**src/logic/front_end_pkg.sv**
```systemverilog
package front_end_pkg;

    // one data or address word
    typedef logic [31:0] word_t;

    // coarse instruction class seen by the issue stage
    typedef enum logic [2:0] {
        cls_alu_r,
        cls_alu_i,
        cls_branch,
        cls_jump,
        cls_jump_reg,
        cls_load,
        cls_store
    } instr_class_t;

    // class from the major opcode, funct only matters for special
    function automatic instr_class_t classify(word_t instr);
        logic [5:0] op;
        logic [5:0] funct;
        instr_class_t cls;
        op = instr[31:26];
        funct = instr[5:0];
        if (op == 6'b000000)
        begin
            // jr lives under special
            cls = (funct == 6'b001000) ? cls_jump_reg : cls_alu_r;
        end
        else if (op == 6'b000010 || op == 6'b000011)
            cls = cls_jump;
        else if (op[5:2] == 4'b0001)
            cls = cls_branch;
        else if (op[5:3] == 3'b100)
            cls = cls_load;
        else if (op[5:3] == 3'b101)
            cls = cls_store;
        else
            cls = cls_alu_i;
        return cls;
    endfunction

    // j / jal target, region bits come from pc + 4
    function automatic word_t jump_target(word_t pc, word_t instr);
        word_t pc_plus4;
        pc_plus4 = pc + 32'd4;
        return {pc_plus4[31:28], instr[25:0], 2'b00};
    endfunction

endpackage

```
**src/logic/fetch_unit.sv**
```systemverilog
module fetch_unit #(
    parameter int QUEUE_DEPTH = 8,
    parameter front_end_pkg::word_t RESET_PC = 32'hbfc00000
) (
    input  logic                 clk,
    input  logic                 reset,
    // commit side redirect
    input  logic                 redirect,
    input  front_end_pkg::word_t redirect_pc,
    // jump found by the predecoder
    input  logic                 jump_redirect,
    input  front_end_pkg::word_t jump_target,
    // instruction bus
    output logic                 ibus_req,
    output front_end_pkg::word_t ibus_addr,
    input  logic                 ibus_resp,
    input  logic [63:0]          ibus_data,
    // into the queue
    output logic [1:0]           push_valid,
    output front_end_pkg::word_t push_pc0,
    output front_end_pkg::word_t push_pc1,
    output front_end_pkg::word_t push_instr0,
    output front_end_pkg::word_t push_instr1,
    input  logic [1:0]           credit_return
);
    import front_end_pkg::*;

    localparam int CW = $clog2(QUEUE_DEPTH + 1);

    typedef enum logic [1:0] {
        st_idle,
        st_waiting,
        st_draining
    } fetch_state_t;

    fetch_state_t state;
    word_t pc;
    word_t pc_next;
    word_t new_pc;
    logic [CW-1:0] credits;
    logic [CW-1:0] credits_next;
    logic [1:0] push_count;
    logic any_redirect;
    logic accept;
    logic odd_word;

    assign any_redirect = redirect | jump_redirect;
    // commit wins over the predecoder jump
    assign new_pc = redirect ? redirect_pc : jump_target;

    assign odd_word = pc[2];
    assign accept = (state == st_waiting) && ibus_resp;

    // the pair is fetched as one aligned doubleword
    assign ibus_addr = {pc[31:3], 1'b0, pc[1:0]};

    // hold off while a redirect is being taken, the new pc goes out next cycle
    assign ibus_req = (state == st_idle) && (credits >= CW'(2)) && !any_redirect;

    // response alignment
    always_comb
    begin
        push_valid = 2'b00;
        push_pc0 = pc;
        push_pc1 = pc + 32'd4;
        // only the odd word is wanted for an odd pc
        push_instr0 = odd_word ? ibus_data[63:32] : ibus_data[31:0];
        push_instr1 = ibus_data[63:32];
        // a response that meets a redirect belongs to the old path
        if (accept && !any_redirect)
            push_valid = odd_word ? 2'b01 : 2'b11;
    end

    assign push_count = {1'b0, push_valid[1]} + {1'b0, push_valid[0]};
    assign pc_next = pc + (odd_word ? 32'd4 : 32'd8);
    assign credits_next = credits + CW'(credit_return) - CW'(push_count);

    always_ff @(posedge clk, posedge reset)
    begin
        if (reset)
        begin
            state <= st_idle;
            pc <= RESET_PC;
            credits <= CW'(QUEUE_DEPTH);
        end
        else
        begin
            case (state)
                st_idle:
                begin
                    if (ibus_req)
                        state <= st_waiting;
                end
                st_waiting:
                begin
                    if (ibus_resp)
                        state <= st_idle;
                    else if (any_redirect)
                        state <= st_draining;
                end
                st_draining:
                begin
                    // stale response, thrown away
                    if (ibus_resp)
                        state <= st_idle;
                end
                default:
                    state <= st_idle;
            endcase

            if (any_redirect)
            begin
                // queue is flushed in the same cycle, in-flight returns are dropped
                pc <= new_pc;
                credits <= CW'(QUEUE_DEPTH);
            end
            else
            begin
                if (accept)
                    pc <= pc_next;
                credits <= credits_next;
            end
        end
    end

endmodule

```
**src/logic/instr_queue.sv**
```systemverilog
module instr_queue #(
    parameter int QUEUE_DEPTH = 8
) (
    input  logic                 clk,
    input  logic                 reset,
    input  logic                 flush,
    // from fetch
    input  logic [1:0]           push_valid,
    input  front_end_pkg::word_t push_pc0,
    input  front_end_pkg::word_t push_pc1,
    input  front_end_pkg::word_t push_instr0,
    input  front_end_pkg::word_t push_instr1,
    // to the predecoder
    output logic [1:0]           head_valid,
    output front_end_pkg::word_t head_pc0,
    output front_end_pkg::word_t head_pc1,
    output front_end_pkg::word_t head_instr0,
    output front_end_pkg::word_t head_instr1,
    input  logic [1:0]           pop_count,
    // back to fetch
    output logic [1:0]           credit_return
);
    import front_end_pkg::*;

    localparam int PW = $clog2(QUEUE_DEPTH);
    localparam int CW = $clog2(QUEUE_DEPTH + 1);

    typedef logic [PW-1:0] ptr_t;

    word_t pc_mem [QUEUE_DEPTH];
    word_t instr_mem [QUEUE_DEPTH];

    ptr_t rd_ptr;
    ptr_t wr_ptr;
    ptr_t rd_ptr_1;
    ptr_t wr_idx1;
    logic [CW-1:0] count;
    logic [1:0] push_count;

    // pointer step with wrap, depth need not be a power of two
    function automatic ptr_t advance(ptr_t p, logic [1:0] n);
        logic [PW:0] sum;
        sum = {1'b0, p} + (PW + 1)'(n);
        if (sum >= (PW + 1)'(QUEUE_DEPTH))
            sum = sum - (PW + 1)'(QUEUE_DEPTH);
        return sum[PW-1:0];
    endfunction

    assign push_count = {1'b0, push_valid[1]} + {1'b0, push_valid[0]};
    assign rd_ptr_1 = advance(rd_ptr, 2'd1);
    // lane 1 lands right behind lane 0 when both are written
    assign wr_idx1 = push_valid[0] ? advance(wr_ptr, 2'd1) : wr_ptr;

    // two oldest entries
    assign head_valid = {(count >= CW'(2)), (count != '0)};
    assign head_pc0 = pc_mem[rd_ptr];
    assign head_instr0 = instr_mem[rd_ptr];
    assign head_pc1 = pc_mem[rd_ptr_1];
    assign head_instr1 = instr_mem[rd_ptr_1];

    always_ff @(posedge clk)
    begin
        if (push_valid[0])
        begin
            pc_mem[wr_ptr] <= push_pc0;
            instr_mem[wr_ptr] <= push_instr0;
        end
        if (push_valid[1])
        begin
            pc_mem[wr_idx1] <= push_pc1;
            instr_mem[wr_idx1] <= push_instr1;
        end
    end

    always_ff @(posedge clk, posedge reset)
    begin
        if (reset)
        begin
            rd_ptr <= '0;
            wr_ptr <= '0;
            count <= '0;
            credit_return <= 2'd0;
        end
        else if (flush)
        begin
            // dropped entries give no credits back
            rd_ptr <= '0;
            wr_ptr <= '0;
            count <= '0;
            credit_return <= 2'd0;
        end
        else
        begin
            rd_ptr <= advance(rd_ptr, pop_count);
            wr_ptr <= advance(wr_ptr, push_count);
            count <= count + CW'(push_count) - CW'(pop_count);
            credit_return <= pop_count;
        end
    end

endmodule

```
**src/logic/predecoder.sv**
```systemverilog
module predecoder (
    input  logic                         clk,
    input  logic                         reset,
    input  logic                         redirect,
    // queue heads
    input  logic [1:0]                   head_valid,
    input  front_end_pkg::word_t         head_pc0,
    input  front_end_pkg::word_t         head_pc1,
    input  front_end_pkg::word_t         head_instr0,
    input  front_end_pkg::word_t         head_instr1,
    output logic [1:0]                   pop_count,
    // jump redirect to fetch and queue
    output logic                         jump_redirect,
    output front_end_pkg::word_t         jump_target,
    // issue side
    output logic [1:0]                   issue_valid,
    output front_end_pkg::word_t         issue_pc0,
    output front_end_pkg::word_t         issue_pc1,
    output front_end_pkg::word_t         issue_instr0,
    output front_end_pkg::word_t         issue_instr1,
    output front_end_pkg::instr_class_t  issue_class0,
    output front_end_pkg::instr_class_t  issue_class1,
    input  logic                         issue_ready
);
    import front_end_pkg::*;

    instr_class_t cls0;
    instr_class_t cls1;
    logic jump0;
    logic jump1;
    logic take;
    logic [1:0] take_valid;

    assign cls0 = classify(head_instr0);
    assign cls1 = classify(head_instr1);
    assign jump0 = head_valid[0] && (cls0 == cls_jump);
    assign jump1 = head_valid[1] && (cls1 == cls_jump);

    // output register empty or being accepted, nothing while commit redirects
    assign take = !redirect && ((issue_valid == 2'b00) || issue_ready);

    always_comb
    begin
        take_valid = 2'b00;
        jump_redirect = 1'b0;
        // scoped call, the port of the same name hides the package function
        jump_target = front_end_pkg::jump_target(head_pc0, head_instr0);
        if (take)
        begin
            if (jump0)
            begin
                // younger lane is on the wrong path
                take_valid = 2'b01;
                jump_redirect = 1'b1;
            end
            else if (jump1)
            begin
                take_valid = 2'b11;
                jump_redirect = 1'b1;
                jump_target = front_end_pkg::jump_target(head_pc1, head_instr1);
            end
            else
            begin
                take_valid = head_valid;
            end
        end
        pop_count = {1'b0, take_valid[1]} + {1'b0, take_valid[0]};
    end

    always_ff @(posedge clk, posedge reset)
    begin
        if (reset)
            issue_valid <= 2'b00;
        else if (redirect)
            issue_valid <= 2'b00;
        else if (take)
            issue_valid <= take_valid;
    end

    // payload, class travels with its instruction
    always_ff @(posedge clk)
    begin
        if (take)
        begin
            issue_pc0 <= head_pc0;
            issue_pc1 <= head_pc1;
            issue_instr0 <= head_instr0;
            issue_instr1 <= head_instr1;
            issue_class0 <= cls0;
            issue_class1 <= cls1;
        end
    end

endmodule

```
**src/logic/front_end.sv**
```systemverilog
module front_end #(
    parameter int QUEUE_DEPTH = 8,
    parameter front_end_pkg::word_t RESET_PC = 32'hbfc00000
) (
    input  logic                         clk,
    input  logic                         reset,
    // commit redirect
    input  logic                         redirect,
    input  front_end_pkg::word_t         redirect_pc,
    // instruction bus
    output logic                         ibus_req,
    output front_end_pkg::word_t         ibus_addr,
    input  logic                         ibus_resp,
    input  logic [63:0]                  ibus_data,
    // issue
    output logic [1:0]                   issue_valid,
    output front_end_pkg::word_t         issue_pc0,
    output front_end_pkg::word_t         issue_pc1,
    output front_end_pkg::word_t         issue_instr0,
    output front_end_pkg::word_t         issue_instr1,
    output front_end_pkg::instr_class_t  issue_class0,
    output front_end_pkg::instr_class_t  issue_class1,
    input  logic                         issue_ready
);
    import front_end_pkg::*;

    logic [1:0] push_valid;
    word_t push_pc0;
    word_t push_pc1;
    word_t push_instr0;
    word_t push_instr1;
    logic [1:0] credit_return;
    logic [1:0] head_valid;
    word_t head_pc0;
    word_t head_pc1;
    word_t head_instr0;
    word_t head_instr1;
    logic [1:0] pop_count;
    logic jump_redirect;
    word_t jump_target;
    logic flush;

    // either redirect empties the queue
    assign flush = redirect | jump_redirect;

    fetch_unit #(
        .QUEUE_DEPTH(QUEUE_DEPTH),
        .RESET_PC(RESET_PC)
    ) fetch_unit_i (
        .clk(clk),
        .reset(reset),
        .redirect(redirect),
        .redirect_pc(redirect_pc),
        .jump_redirect(jump_redirect),
        .jump_target(jump_target),
        .ibus_req(ibus_req),
        .ibus_addr(ibus_addr),
        .ibus_resp(ibus_resp),
        .ibus_data(ibus_data),
        .push_valid(push_valid),
        .push_pc0(push_pc0),
        .push_pc1(push_pc1),
        .push_instr0(push_instr0),
        .push_instr1(push_instr1),
        .credit_return(credit_return)
    );

    instr_queue #(
        .QUEUE_DEPTH(QUEUE_DEPTH)
    ) instr_queue_i (
        .clk(clk),
        .reset(reset),
        .flush(flush),
        .push_valid(push_valid),
        .push_pc0(push_pc0),
        .push_pc1(push_pc1),
        .push_instr0(push_instr0),
        .push_instr1(push_instr1),
        .head_valid(head_valid),
        .head_pc0(head_pc0),
        .head_pc1(head_pc1),
        .head_instr0(head_instr0),
        .head_instr1(head_instr1),
        .pop_count(pop_count),
        .credit_return(credit_return)
    );

    predecoder predecoder_i (
        .clk(clk),
        .reset(reset),
        .redirect(redirect),
        .head_valid(head_valid),
        .head_pc0(head_pc0),
        .head_pc1(head_pc1),
        .head_instr0(head_instr0),
        .head_instr1(head_instr1),
        .pop_count(pop_count),
        .jump_redirect(jump_redirect),
        .jump_target(jump_target),
        .issue_valid(issue_valid),
        .issue_pc0(issue_pc0),
        .issue_pc1(issue_pc1),
        .issue_instr0(issue_instr0),
        .issue_instr1(issue_instr1),
        .issue_class0(issue_class0),
        .issue_class1(issue_class1),
        .issue_ready(issue_ready)
    );

endmodule

```
**config.mk**
```make
export PLATFORM = sky130hd
export DESIGN_NAME = front_end
export DESIGN_NICKNAME = d
export VERILOG_FILES = /design/src/logic/front_end_pkg.sv /design/src/logic/fetch_unit.sv /design/src/logic/instr_queue.sv /design/src/logic/predecoder.sv /design/src/logic/front_end.sv
export SDC_FILE = /design/constraint.sdc
export NUM_CORES = 1
export LEC_CHECK = 0
export ABC_AREA = 1
export BUFFER_PORTS_ARGS = -buffer_cell sky130_fd_sc_hd__buf_2
export CORE_ASPECT_RATIO = 1.75
export CORE_MARGIN = 4
export CORE_UTILIZATION = 45
export CTS_CLUSTER_SIZE = 24
export DETAILED_ROUTE_END_ITERATION = 8
export PLACE_DENSITY_LB_ADDON = 0.08
export SLEW_MARGIN = 10
export SYNTH_ARGS = -nofsm -noshare
export SYNTH_HDL_FRONTEND = slang
export SYNTH_SLANG_ARGS = --single-unit
```
**constraint.sdc**
```tcl
create_clock -name clk -period 13.4 [get_ports clk]
set_input_delay 2.01 -clock clk [delete_from_list [all_inputs] [get_ports clk]]
set_output_delay 2.01 -clock clk [all_outputs]
set_load 0.05 [all_outputs]
```
==> impl_metrics.tcl <==
set metrics [dict create \
    hp-start "fetch_unit_i.state[0]" \
    worstHoldPathCells 1 \
    antenna_found_initial 6 \
    rsz0062_at_grt "no" \
    cts_made_buffers 72 \
    post_drt_via_cell_ratio 5.78 \
    grt_first_pass_wirelength_um 233000 \
    slew_viol_final 0 \
    layout_min_cycle_time_ns 8.40 \
    path_clk_slew_ns 0.07 \
    seq_area_frac_synth_pct 49.5 \
    p_clk_share_pct 19.2 \
    avgRoutedWirePerCell_um 24.2 \
    fin_skew_ns 0.0392 \
    synth_top_flop_cell "edfxtp_1" \
    design_area_mm2 0.0452 \
    reg2reg_from "instr_queue_i.rd_ptr[0]" \
    drc 0 \
    gp_routability_congestion 0.914 \
    critical_path_class "reg2reg" \
    drive_gt1_share_pct 9.33 \
    die-area_mm2 0.0982 \
    max_cap_viol_count 0 \
    end_kind "register" \
    yosysTopAreaCellShare_pct 46.3 \
    overflow 0 \
    cts_max_level 3 \
    period_share_pct 62.7 \
    synth_fp_nets 5598 \
    cts_num_sinks 698 \
    cts_resized 0 \
    r2r_slack_ns 5.00 \
    hp-class "reg2reg" \
    intPower_uw 5430 \
    die-width_um 239 \
    p_total_uw 10800 \
    start_util_pct 45.5 \
    synth_area_leaders "edfxtp_1, nand2_1, nand3_1" \
    yosysTopAreaCell "edfxtp_1" \
    synth_cells 5474 \
    ioPinCount 270 \
    switching_share_pct 49.5 \
    worst-path-max-fanout 197 \
    fp.coreArea_mm2 0.0920 \
    place_area_mm2 0.0429 \
    max_slew_margin_pct 18.4 \
    max_slew.worst_pin.slew_ns 1.22 \
    ir_drop_mv 0.147 \
    powerDensity_mw_per_mm2 238 \
    drt_iter0_drc 3701 \
    cts_setup_buffers 0 \
    seqPwrFrac_pct 31.8 \
    synth_async_sr_flop_share_pct 7.45 \
    dr.pass1.iters 7 \
    yosys.cell_types.count 46 \
    hold_viol 0 \
    dpl.hpwl_um 96000 \
    cts_tree "done" \
    grt_pass1_vias 36500 \
    outcome "finished, final reports clean" \
    reg2reg_depth 19 \
    grt_max_degree 219 \
    required_ns 13.68 \
    rows 147 \
    die-height_um 412 \
    synthesis.area_mm2 0.0419 \
    yosys_warnings 0 \
    insertion_delay_ns 0.68 \
    p_leak_uw 0.0199 \
    finalSetupViolations 0 \
    arrival_ns 8.68 \
    wl_um 159000 \
    portBuffers 268 \
    clock.fmax_mhz 119 \
    r2r_end "instr_queue_i.pc_mem[2][26]" \
    p_sw_uw 5320 \
    syn2layout_area_growth_pct 8.02 \
    avgSynthCellArea_um2 7.65 \
    synth_edf_count 646 \
    track_usage_pct 31.7 \
    dr_total_vias 37900 \
    worst_hold_path.endpoint "fetch_unit_i.state[1]" \
    comb_power_share_pct 49.0 \
    cts_root_buf "clkbuf_16" \
    ant_nets 0 \
    nNetsFinal 5426 \
    synth_seq_cells 698 \
    hold_buffers 0 \
    clockBufferDepth 3 \
    cp-start-kind "register" \
    dp_cells 6420 \
    tns_ns 0 \
    stdcell_count 6556 \
]
## cell usage in the layout, fill, tap and decap left out, types with 32 or more instances in the layout
master	netlist	final
o211ai_1	57	57
o21ai_0	310	307
nand3_1	543	540
clkbuf_16	0	75
buf_4	60	62
nand2_1	1965	1959
a31oi_1	51	50
dfrtp_1	42	38
inv_1	457	452
nor2_1	292	290
xor2_1	33	32
edfxtp_1	646	646
a21oi_1	190	190
buf_2	121	268
nand4_1	196	196
## layer usage
metal,wire (um),track usage [%],vias up
met3,12000,4.92,515
met1,55900,35.6,17900
met5,0,0,-
li1,-,-,17600
met4,11400,20.0,0
met2,79300,55.8,1892
## cell families after synthesis
group                    count (synthesis)  synth area share (%)
adder cells (fa/ha/maj)                 23                 0.795
flip-flops                             698                  49.5
AO/OA/AOI/OAI                          630                  8.14
XOR/XNOR                                42                 0.879
other                                    1               0.00896
buffers and inverters                 1039                  10.3
AND/OR/NAND/NOR                       3041                  30.4
## worst max-delay path, stage by stage, from the launching register on
cell and delay (ns):
dfrtp_4 0.87, buf_4 0.75, clkinv_8 0.70, buf_4 0.62
nand2_1 0.16, nand3_1 0.08, nand2_1 0.10, o21ai_1 0.11
nand2_1 0.14, nor2_1 0.09, nand3_1 0.27, nand3_1 0.16
nand2_2 0.09, buf_4 0.42, nand3_2 0.21, nand2_8 0.68
buf_4 0.81, nand3_2 0.22, nand2_4 0.47, buf_4 0.77
## worst max path at each step
stage | start | endpoint | slack (ns) | depth (start not counted)
3_3_place_gp | instr_queue_i.rd_ptr[0] | instr_queue_i.pc_mem[2][1] | 5.19 | 19
6_report | instr_queue_i.rd_ptr[0] | instr_queue_i.pc_mem[2][26] | 5.00 | 19
2_1_floorplan | issue_ready | instr_queue_i.instr_mem[1][0] | 1.54 | 10
5_1_grt | instr_queue_i.rd_ptr[0] | instr_queue_i.pc_mem[2][26] | 4.50 | 19
3_5_place_dp | instr_queue_i.rd_ptr[0] | instr_queue_i.pc_mem[2][1] | 5.13 | 19
4_1_cts | instr_queue_i.rd_ptr[0] | instr_queue_i.pc_mem[2][26] | 5.08 | 19
## synth_stat cells (all sizes together) (3+ instances only)
library cell and count:
a21oi 190, a31oi 51, and2 3, buf 230, clkbuf 349, dfrtp 42
dfstp 10, edfxtp 646, fa 6, ha 17, inv 459, nand2 1968
nand3 553, nand3b 5, nand4 196, nor2 297, nor3 16, o211ai 57
o21a 3, o21ai 314, o31ai 6, xnor2 9, xor2 33
## through the flow
| step | util, % | hold slack, ns | setup slack [ns] |
|---|---|---|---|
| 6_report | 49.2 | 0.506 | 5.00 |
| 5_1_grt | 49.2 | 0.542 | 4.50 |
| 4_1_cts | 49.2 | 0.504 | 5.08 |
| 3_5_place_dp | 46.6 | 0.509 | 5.13 |
| 3_3_place_gp | 46.6 | 0.483 | 5.19 |
| 2_1_floorplan | - | 0.473 | 1.54 |
## area by class of cell
cell class | instances | area (um^2)
tap | 1192 | 1490
clock inverter | 41 | 388
clock buffer | 91 | 1960
fill | 8981 | 46700
antenna | 4 | 10.0
sequential | 698 | 20700
multi-input combinational | 3737 | 17000
inverter | 460 | 1740
timing repair buffer | 333 | 1870
## registers in the layout, summed over array words and instances (netlist names)
register,cells
predecoder_i.issue_valid,2
instr_queue_i.count,4
predecoder_i.issue_instr1,32
instr_queue_i.wr_ptr,3
fetch_unit_i.credits,4
fetch_unit_i.state,2
predecoder_i.issue_pc0,32
predecoder_i.issue_class0,3
instr_queue_i.pc_mem,256
instr_queue_i.instr_mem,256
instr_queue_i.credit_return,2
instr_queue_i.rd_ptr,3
predecoder_i.issue_instr0,32
predecoder_i.issue_class1,3
fetch_unit_i.push_pc0,32
predecoder_i.issue_pc1,32
## power by group through the flow
stage               combinational, uW  clock, uW  sequential [uW]
floorplan                        3130          0             3960
global placement                 5180          0             3460
detailed placement               5220          0             3460
CTS                              5230       2080             3420
global route                     5700       2170             3460
finish                           5270       2060             3420
Note: power is estimated with default switching activity, not from simulation.
